$ cat config.mk
export PLATFORM = sky130hd
export DESIGN_NAME = uart_io_top
export DESIGN_NICKNAME = d
export VERILOG_FILES = /design/src/verilog/uart_io_pkg.sv /design/src/verilog/uart_io_top.sv /design/src/verilog/rx_cmd_decode.sv /design/src/verilog/uart_rx.sv /design/src/verilog/uart_tx.sv /design/src/verilog/tx_credit_fifo.sv /design/src/verilog/reset_stretch.sv
export SDC_FILE = /design/constraint.sdc
export NUM_CORES = 1
export LEC_CHECK = 0
export BUFFER_PORTS_ARGS = -buffer_cell sky130_fd_sc_hd__buf_2
export CAP_MARGIN = 20
export CORE_UTILIZATION = 40
export DETAILED_ROUTE_END_ITERATION = 7
export HOLD_SLACK_MARGIN = 0.15
export PLACE_DENSITY_LB_ADDON = 0.08
export SKIP_CTS_REPAIR_TIMING = 1
export SLEW_MARGIN = 25
export SYNTH_ARGS = -nofsm -noshare
export SYNTH_HDL_FRONTEND = slang
export SYNTH_SLANG_ARGS = --single-unit
$ cat constraint.sdc
create_clock -name clk -period 3.5 [get_ports clk]
set_clock_uncertainty 0.15 [all_clocks]
set_input_delay 0.35 -clock clk [delete_from_list [all_inputs] [get_ports clk]]
set_output_delay 0.35 -clock clk [all_outputs]
set_load 0.01 [all_outputs]
$ cat src/verilog/uart_io_pkg.sv
package uart_io_pkg;

    // byte width on both serial paths
    localparam int DATA_W = 8;

    // led register width, also the command mask width
    localparam int LED_W = 4;

    // command opcodes, bits [6:5] of a command byte
    typedef enum logic [1:0] {
        OP_SET    = 2'd0,
        OP_CLEAR  = 2'd1,
        OP_TOGGLE = 2'd2,
        OP_WRITE  = 2'd3
    } cmd_op_e;

    // one received byte, read as plain data or as a command
    // top bit picks which view applies
    typedef union packed {
        logic [DATA_W-1:0] raw;
        struct packed {
            // set for commands
            logic              is_cmd;
            cmd_op_e           op;
            // spare, ignored by the decoder
            logic              rsvd;
            logic [LED_W-1:0]  mask;
        } cmd;
    } rx_word_u;

endpackage
$ cat src/verilog/uart_io_top.sv
module uart_io_top #(
    parameter int CLKS_PER_BIT = 104,
    parameter int FIFO_DEPTH   = 8,
    parameter int RST_CYCLES   = 16
) (
    input  logic                           clk,
    input  logic                           i_rst_n,
    input  logic                           i_tx_valid,
    input  logic [uart_io_pkg::DATA_W-1:0] i_tx_data,
    output logic                           o_tx_credit,
    input  logic                           i_uart_rx,
    output logic                           o_uart_tx,
    output logic                           o_rx_valid,
    output logic [uart_io_pkg::DATA_W-1:0] o_rx_data,
    output logic [uart_io_pkg::LED_W-1:0]  o_led,
    output logic                           o_ready
);

    import uart_io_pkg::*;

    // stretched reset for everything downstream
    logic              rst_int_n;
    // fifo to transmitter
    logic              tx_start;
    logic [DATA_W-1:0] tx_byte;
    logic              tx_busy;
    // receiver to decoder
    logic              rx_byte_valid;
    logic [DATA_W-1:0] rx_byte;

    reset_stretch #(
        .RST_CYCLES(RST_CYCLES)
    ) u_reset (
        .clk     (clk),
        .i_rst_n (i_rst_n),
        .o_rst_n (rst_int_n),
        .o_ready (o_ready)
    );

    // core writes queue here, credit back on each pop
    tx_credit_fifo #(
        .FIFO_DEPTH(FIFO_DEPTH)
    ) u_fifo (
        .clk        (clk),
        .i_rst_n    (rst_int_n),
        .i_wr_valid (i_tx_valid),
        .i_wr_data  (i_tx_data),
        .i_tx_busy  (tx_busy),
        .o_tx_start (tx_start),
        .o_tx_byte  (tx_byte),
        .o_credit   (o_tx_credit)
    );

    uart_tx #(
        .CLKS_PER_BIT(CLKS_PER_BIT)
    ) u_tx (
        .clk      (clk),
        .i_rst_n  (rst_int_n),
        .i_start  (tx_start),
        .i_byte   (tx_byte),
        .o_busy   (tx_busy),
        .o_serial (o_uart_tx)
    );

    uart_rx #(
        .CLKS_PER_BIT(CLKS_PER_BIT)
    ) u_rx (
        .clk      (clk),
        .i_rst_n  (rst_int_n),
        .i_serial (i_uart_rx),
        .o_valid  (rx_byte_valid),
        .o_byte   (rx_byte)
    );

    // data back to the core, commands to the leds
    rx_cmd_decode u_decode (
        .clk        (clk),
        .i_rst_n    (rst_int_n),
        .i_valid    (rx_byte_valid),
        .i_byte     (rx_byte),
        .o_rx_valid (o_rx_valid),
        .o_rx_data  (o_rx_data),
        .o_led      (o_led)
    );

endmodule

$ cat src/verilog/rx_cmd_decode.sv
module rx_cmd_decode (
    input  logic                           clk,
    input  logic                           i_rst_n,
    input  logic                           i_valid,
    input  logic [uart_io_pkg::DATA_W-1:0] i_byte,
    output logic                           o_rx_valid,
    output logic [uart_io_pkg::DATA_W-1:0] o_rx_data,
    output logic [uart_io_pkg::LED_W-1:0]  o_led
);

    import uart_io_pkg::*;

    rx_word_u         word;
    logic             is_data;
    logic [LED_W-1:0] led_next;

    assign word = i_byte;

    // top bit clear means plain data
    assign is_data = !word.cmd.is_cmd;

    // led update per opcode
    always_comb
    begin
        case (word.cmd.op)
            OP_SET:    led_next = o_led | word.cmd.mask;
            OP_CLEAR:  led_next = o_led & ~word.cmd.mask;
            OP_TOGGLE: led_next = o_led ^ word.cmd.mask;
            OP_WRITE:  led_next = word.cmd.mask;
            default:   led_next = o_led;
        endcase
    end

    // data byte register
    always_ff @(posedge clk)
    begin
        if (i_valid && is_data)
        begin
            o_rx_data <= word.raw;
        end
    end

    always_ff @(posedge clk)
    begin
        if (!i_rst_n)
        begin
            o_rx_valid <= 1'b0;
            o_led      <= '0;
        end
        else
        begin
            // commands never reach the core
            o_rx_valid <= i_valid && is_data;
            if (i_valid && !is_data)
            begin
                o_led <= led_next;
            end
        end
    end

endmodule

$ cat src/verilog/uart_rx.sv
module uart_rx #(
    parameter int CLKS_PER_BIT = 104
) (
    input  logic                           clk,
    input  logic                           i_rst_n,
    input  logic                           i_serial,
    output logic                           o_valid,
    output logic [uart_io_pkg::DATA_W-1:0] o_byte
);

    import uart_io_pkg::*;

    localparam int               CNT_W     = $clog2(CLKS_PER_BIT);
    localparam logic [CNT_W-1:0] CNT_LAST  = CNT_W'(CLKS_PER_BIT - 1);
    localparam logic [CNT_W-1:0] HALF_LAST = CNT_W'(CLKS_PER_BIT / 2 - 1);
    localparam int               IDX_W     = $clog2(DATA_W);
    localparam logic [IDX_W-1:0] IDX_LAST  = IDX_W'(DATA_W - 1);

    // fsm encoding
    localparam logic [1:0] S_IDLE  = 2'd0;
    localparam logic [1:0] S_START = 2'd1;
    localparam logic [1:0] S_DATA  = 2'd2;
    localparam logic [1:0] S_STOP  = 2'd3;

    logic [1:0]        sync;
    logic              rx_bit;
    logic [1:0]        state;
    logic [CNT_W-1:0]  clk_cnt;
    logic [IDX_W-1:0]  bit_idx;
    logic [DATA_W-1:0] shreg;
    logic              bit_end;
    logic              half_end;

    // synchronized line, second flop
    assign rx_bit = sync[1];

    assign bit_end  = (clk_cnt == CNT_LAST);
    assign half_end = (clk_cnt == HALF_LAST);

    // byte held until the next frame starts shifting
    assign o_byte = shreg;

    // data bits arrive lsb first, shift in from the top
    always_ff @(posedge clk)
    begin
        if (state == S_DATA && bit_end)
        begin
            shreg <= {rx_bit, shreg[DATA_W-1:1]};
        end
    end

    always_ff @(posedge clk)
    begin
        if (!i_rst_n)
        begin
            sync    <= 2'b11;
            state   <= S_IDLE;
            clk_cnt <= '0;
            bit_idx <= '0;
            o_valid <= 1'b0;
        end
        else
        begin
            sync    <= {sync[0], i_serial};
            o_valid <= 1'b0;
            // restart the count at each sample point
            if (state == S_IDLE || bit_end || (state == S_START && half_end))
            begin
                clk_cnt <= '0;
            end
            else
            begin
                clk_cnt <= clk_cnt + 1'b1;
            end
            case (state)
                S_IDLE:
                begin
                    bit_idx <= '0;
                    // falling edge of start bit
                    if (!rx_bit)
                    begin
                        state <= S_START;
                    end
                end
                S_START:
                begin
                    // mid start bit, a glitch goes back to idle
                    if (half_end)
                    begin
                        state <= rx_bit ? S_IDLE : S_DATA;
                    end
                end
                S_DATA:
                begin
                    if (bit_end)
                    begin
                        if (bit_idx == IDX_LAST)
                        begin
                            state <= S_STOP;
                        end
                        else
                        begin
                            bit_idx <= bit_idx + 1'b1;
                        end
                    end
                end
                default:
                begin
                    // framing error drops the byte
                    if (bit_end)
                    begin
                        o_valid <= rx_bit;
                        state   <= S_IDLE;
                    end
                end
            endcase
        end
    end

endmodule

$ cat src/verilog/uart_tx.sv
module uart_tx #(
    parameter int CLKS_PER_BIT = 104
) (
    input  logic                           clk,
    input  logic                           i_rst_n,
    input  logic                           i_start,
    input  logic [uart_io_pkg::DATA_W-1:0] i_byte,
    output logic                           o_busy,
    output logic                           o_serial
);

    import uart_io_pkg::*;

    localparam int               CNT_W    = $clog2(CLKS_PER_BIT);
    localparam logic [CNT_W-1:0] CNT_LAST = CNT_W'(CLKS_PER_BIT - 1);
    localparam int               IDX_W    = $clog2(DATA_W);
    localparam logic [IDX_W-1:0] IDX_LAST = IDX_W'(DATA_W - 1);

    // fsm encoding
    localparam logic [1:0] S_IDLE  = 2'd0;
    localparam logic [1:0] S_START = 2'd1;
    localparam logic [1:0] S_DATA  = 2'd2;
    localparam logic [1:0] S_STOP  = 2'd3;

    logic [1:0]        state;
    logic [CNT_W-1:0]  clk_cnt;
    logic [IDX_W-1:0]  bit_idx;
    logic [DATA_W-1:0] shreg;
    logic              bit_end;

    // last cycle of the current bit
    assign bit_end = (clk_cnt == CNT_LAST);

    // busy through the whole frame, stop bit included
    assign o_busy = (state != S_IDLE);

    // byte latched on start, lsb shifted out first
    always_ff @(posedge clk)
    begin
        if (state == S_IDLE)
        begin
            if (i_start)
            begin
                shreg <= i_byte;
            end
        end
        else if (bit_end && (state == S_START || state == S_DATA))
        begin
            shreg <= {1'b1, shreg[DATA_W-1:1]};
        end
    end

    always_ff @(posedge clk)
    begin
        if (!i_rst_n)
        begin
            state    <= S_IDLE;
            clk_cnt  <= '0;
            bit_idx  <= '0;
            o_serial <= 1'b1;
        end
        else
        begin
            // bit period counter
            if (state == S_IDLE || bit_end)
            begin
                clk_cnt <= '0;
            end
            else
            begin
                clk_cnt <= clk_cnt + 1'b1;
            end
            case (state)
                S_IDLE:
                begin
                    bit_idx <= '0;
                    if (i_start)
                    begin
                        // start bit
                        o_serial <= 1'b0;
                        state    <= S_START;
                    end
                end
                S_START:
                begin
                    if (bit_end)
                    begin
                        o_serial <= shreg[0];
                        state    <= S_DATA;
                    end
                end
                S_DATA:
                begin
                    if (bit_end)
                    begin
                        if (bit_idx == IDX_LAST)
                        begin
                            // stop bit
                            o_serial <= 1'b1;
                            state    <= S_STOP;
                        end
                        else
                        begin
                            bit_idx  <= bit_idx + 1'b1;
                            o_serial <= shreg[0];
                        end
                    end
                end
                default:
                begin
                    // stop bit held a full period
                    if (bit_end)
                    begin
                        state <= S_IDLE;
                    end
                end
            endcase
        end
    end

endmodule

$ cat src/verilog/tx_credit_fifo.sv
module tx_credit_fifo #(
    parameter int FIFO_DEPTH = 8
) (
    input  logic                           clk,
    input  logic                           i_rst_n,
    input  logic                           i_wr_valid,
    input  logic [uart_io_pkg::DATA_W-1:0] i_wr_data,
    input  logic                           i_tx_busy,
    output logic                           o_tx_start,
    output logic [uart_io_pkg::DATA_W-1:0] o_tx_byte,
    output logic                           o_credit
);

    import uart_io_pkg::*;

    // depth is a power of two, pointers wrap on their own
    localparam int               PTR_W    = $clog2(FIFO_DEPTH);
    localparam int               CNT_W    = $clog2(FIFO_DEPTH + 1);
    localparam logic [CNT_W-1:0] FULL_CNT = CNT_W'(FIFO_DEPTH);

    logic [DATA_W-1:0] mem [FIFO_DEPTH];
    logic [PTR_W-1:0]  wr_ptr;
    logic [PTR_W-1:0]  rd_ptr;
    logic [CNT_W-1:0]  count;
    logic              full;
    logic              empty;
    logic              wr_ok;
    logic              rd_ok;
    logic              pop_q;

    assign full  = (count == FULL_CNT);
    assign empty = (count == '0);

    // write while full is dropped
    assign wr_ok = i_wr_valid && !full;

    // uart_tx raises busy one cycle after start
    // so pop_q blocks a second pop in that gap
    assign rd_ok = !empty && !i_tx_busy && !pop_q;

    // storage and outgoing byte
    always_ff @(posedge clk)
    begin
        if (wr_ok)
        begin
            mem[wr_ptr] <= i_wr_data;
        end
        if (rd_ok)
        begin
            o_tx_byte <= mem[rd_ptr];
        end
    end

    always_ff @(posedge clk)
    begin
        if (!i_rst_n)
        begin
            wr_ptr <= '0;
            rd_ptr <= '0;
            count  <= '0;
            pop_q  <= 1'b0;
        end
        else
        begin
            pop_q <= rd_ok;
            if (wr_ok)
            begin
                wr_ptr <= wr_ptr + 1'b1;
            end
            if (rd_ok)
            begin
                rd_ptr <= rd_ptr + 1'b1;
            end
            // occupancy, unchanged on simultaneous push and pop
            case ({wr_ok, rd_ok})
                2'b10:   count <= count + 1'b1;
                2'b01:   count <= count - 1'b1;
                default: count <= count;
            endcase
        end
    end

    // start and credit share the pop cycle, one credit per byte out
    assign o_tx_start = pop_q;
    assign o_credit   = pop_q;

endmodule

$ cat src/verilog/reset_stretch.sv
module reset_stretch #(
    parameter int RST_CYCLES = 16
) (
    input  logic clk,
    input  logic i_rst_n,
    output logic o_rst_n,
    output logic o_ready
);

    localparam int               CNT_W   = $clog2(RST_CYCLES + 1);
    localparam logic [CNT_W-1:0] CNT_MAX = CNT_W'(RST_CYCLES);

    logic [CNT_W-1:0] cnt;
    logic             done;

    // saturation marks the end of the stretch
    assign done = (cnt == CNT_MAX);

    always_ff @(posedge clk)
    begin
        if (!i_rst_n)
        begin
            cnt     <= '0;
            o_rst_n <= 1'b0;
            o_ready <= 1'b0;
        end
        else
        begin
            // count up until saturated, then hold
            if (!done)
            begin
                cnt <= cnt + 1'b1;
            end
            // both outputs registered from saturation
            o_rst_n <= done;
            o_ready <= done;
        end
    end

endmodule

==> impl_metrics.py <==
metrics = {
    "layout": {
        "fillerInstances": 1290,
        "syn_to_final_growth_pct": 16.80,
        "drive_above_1_share": 0.2218,
        "finalNonFillerCells": 671,
        "nets": 510,
        "diodes": 0,
    },
    "critical_path": {
        "critical_path_class": "flip-flop to flip-flop",
        "r2r_end": "u_fifo.count[2]$_SDFFE_PN0P_",
        "regToRegSetupSlack_ns": 0.85,
        "worstPathRequired_ns": 3.69,
        "ff2ff_path_depth": 9,
        "regToRegStartpoint": "u_fifo.count[0]$_SDFFE_PN0P_",
        "cp_data_arrival_time_ns": 2.84,
        "cp_max_fo": 12,
        "cp-end-kind": "flip-flop",
        "worst_setup_path_start_kind": "flip-flop",
    },
    "global_route": {
        "grt_use_met1": 0.1927,
        "overflow": 0,
        "first_global_vias": 3448,
        "grtUsageMet3": 0.04450,
        "grt_use_met2": 0.2258,
        "grt.total_usage": 0.1482,
        "grt_max_degree": 21,
        "grt_pass1_wl_um": 17570,
        "antenna_found_initial": 0,
        "busiest_layer": "met2",
    },
    "timing": {
        "final-max-slew-violation-count": 0,
        "rsz0062_at_grt": "no",
        "maxSlewHeadroom": 0.3941,
        "worst_slew_pin_slew_ns": 0.9077,
        "post-route-period-util": 0.7575,
        "whs_ns": 0.2187,
        "hold_viol_final": 0,
        "final.setup.worst_slack_ns": 0.8489,
        "setup-violations-final": 0,
        "clock.fmax_mhz": 377.2,
        "tns_ns": 0,
        "period_needed_ns": 2.651,
    },
    "placement": {
        "dpl.hpwl_um": 6630,
        "placed_cells": 629,
        "dp_worst_setup_slack_ns": 0.8535,
        "gp_congestion": 0.7220,
        "port-buffer-count": 27,
    },
    "clocking": {
        "clock_sinks": 146,
        "clock_path_buffers": 2,
        "cts_max_level": 4,
        "tritoncts": "done",
        "path_clk_slew_ns": 0.06,
        "cts_buffers": 17,
        "cts_root_buf": "clkbuf_16",
        "worstSkewPairLatency_ns": 0.42,
    },
    "floorplan": {
        "initial_utilization": 0.4150,
        "rows": 44,
        "boundaryPins": 28,
        "die_h_um": 125.5,
        "coreArea_mm2": 0.01470,
        "die_width_um": 125.5,
        "die_area_mm2": 0.01575,
    },
    "yosys": {
        "synth_cells": 424,
        "ys_ff_latch": 146,
        "synth-compound-area-share": 0.03692,
        "async_flop_share": 0,
        "yosysTopAreaCell": "edfxtp_1",
        "synth_edf_count": 96,
        "synth_flop_cell": "edfxtp_1",
        "synth_commonest_cells": "edfxtp_1 (96), dfxtp_1 (50), nor2_1 (38)",
        "synth_top_family_by_area": "multiplexers",
        "seq_area_frac_synth": 0.6367,
        "synthMuxAreaShare": 0.1179,
        "yosys.area_share.adder": 0.04923,
        "post-synth-top-count-cell": "edfxtp_1",
        "synthTopCellsByArea": "edfxtp_1 (47%), dfxtp_1 (16%), mux4_2 (7.4%)",
        "synth_cell_types": 50,
        "synth_nets": 460,
        "synthSimpleGateAreaFrac": 0.1040,
        "synth.avg_cell_area_um2": 14.39,
        "syn-cell-area_mm2": 0.006100,
        "yosys_warnings": 0,
        "yosysTopAreaCellShare": 0.4726,
        "synthXorXnorAreaFrac": 0.03015,
    },
    "power": {
        "p_per_area_mw_per_mm2": 515.8,
        "p_leak_uw": 0.002487,
        "irDropWorstVdd_v": 0.0003424,
    },
    "flow_run": {
        "max-cap-violations": 0,
    },
    "run_status": {
        "status": "finished with violations",
        "violations": "DRC",
    },
    "worst_hold_path": {
        "hold_depth": 4,
        "min_from": "i_tx_valid",
        "hp-class": "input pin to flip-flop",
        "min_to": "u_fifo.wr_ptr[2]$_SDFFE_PN0P_",
    },
    "detailed_routing": {
        "first_iter_violations": 165,
        "vias": 3333,
        "wl_per_cell_um": 15.15,
        "wirelength_um": 10160,
        "via_per_inst": 4.967,
        "drtAntennaViolNets": 0,
        "detail_route.first_pass.iterations": 6,
        "drc": 1,
    },
}
[through the flow]
stage	cell area (um^2)	utilization	power, uW
4_1_cts	7024	0.4779	3709
6_report	7124	0.4847	3675
3_5_place_dp	6444	0.4384	1923
5_1_grt	7124	0.4847	3796
3_3_place_gp	6444	0.4384	1922
2_1_floorplan	6100	-	1900
[power breakdown]
group,total [uW],switching [uW],internal [uW]
logic,52.9,25.4,27.5
clock network,1780,720,1060
registers,1840,4.23,1840
[worst max-delay path: stages, from the launching register on]
cell and delay (ns):
dfxtp_1 0.37, or4_4 0.54, and2_4 0.24, ha_1 0.27
xor2_1 0.16, ha_1 0.18, a21oi_1 0.15, xor2_1 0.09
or3_1 0.30, a21oi_1 0.13
[routing by layer]
| layer | routed length (um) | vias up |
|---|---|---|
| met5 | 0 | - |
| met4 | 123 | 0 |
| met3 | 299 | 9 |
| met2 | 4664 | 35 |
| met1 | 5075 | 1629 |
| li1 | - | 1660 |
[how the worst max path moves through the flow]
stage                                 start                           end  slack, ns  cells past startpoint
2_1_floorplan  u_fifo.count[0]$_SDFFE_PN0P_  u_fifo.count[2]$_SDFFE_PN0P_       0.92                     10
3_3_place_gp   u_fifo.count[0]$_SDFFE_PN0P_  u_fifo.count[2]$_SDFFE_PN0P_       0.90                      9
3_5_place_dp   u_fifo.count[0]$_SDFFE_PN0P_  u_fifo.count[2]$_SDFFE_PN0P_       0.85                      9
4_1_cts        u_fifo.count[0]$_SDFFE_PN0P_  u_fifo.count[2]$_SDFFE_PN0P_       0.85                      9
5_1_grt          u_tx.state[0]$_SDFFE_PN0P_  u_fifo.count[2]$_SDFFE_PN0P_       0.67                     11
6_report       u_fifo.count[0]$_SDFFE_PN0P_  u_fifo.count[2]$_SDFFE_PN0P_       0.85                      9
[final cells by class]
class | count | area [um^2] | share of cell area
sequential | 146 | 3884 | 0.5451
multi-input combinational | 244 | 2063 | 0.2896
clock buffer | 19 | 432.9 | 0.06077
timing repair buffer | 44 | 287.8 | 0.04039
tap | 184 | 230.2 | 0.03231
clock inverter | 13 | 147.6 | 0.02072
inverter | 21 | 78.83 | 0.01106
[layout by cell type (no fill, tap or decap), drive strengths merged, types with 12 or more instances in the layout]
| cell type | n |
|---|---|
| nand2b | 12 |
| edfxtp | 96 |
| nor2 | 38 |
| buf | 34 |
| nand3 | 14 |
| ha | 24 |
| clkbuf | 19 |
| xor2 | 12 |
| nand2 | 21 |
| mux4 | 20 |
| inv | 26 |
| mux2 | 15 |
| dfxtp | 50 |
[kinds of logic after synthesis]
family	count (synthesis)
adders and majority gates	24
muxes	45
DFF	146
buffers and inverters	34
AOI/OAI and AO/OA	30
xor gates and xnor gates	21
and+or+nand+nor	124
[sequential cells by signal, summed over array words and instances (netlist names), 3 cells and up]
name and count:
u_rx.clk_cnt 7, u_tx.shreg 8, u_reset.cnt 5, u_decode.o_led 4, u_fifo.mem 64, u_fifo.count 4
u_fifo.rd_ptr 3, u_tx.clk_cnt 7, u_tx.bit_idx 3, u_fifo.o_tx_byte 8, u_decode.o_rx_data 8, u_fifo.wr_ptr 3
u_rx.bit_idx 3, u_rx.o_byte 8
No activity file was read; power rests on OpenSTA's default activity.
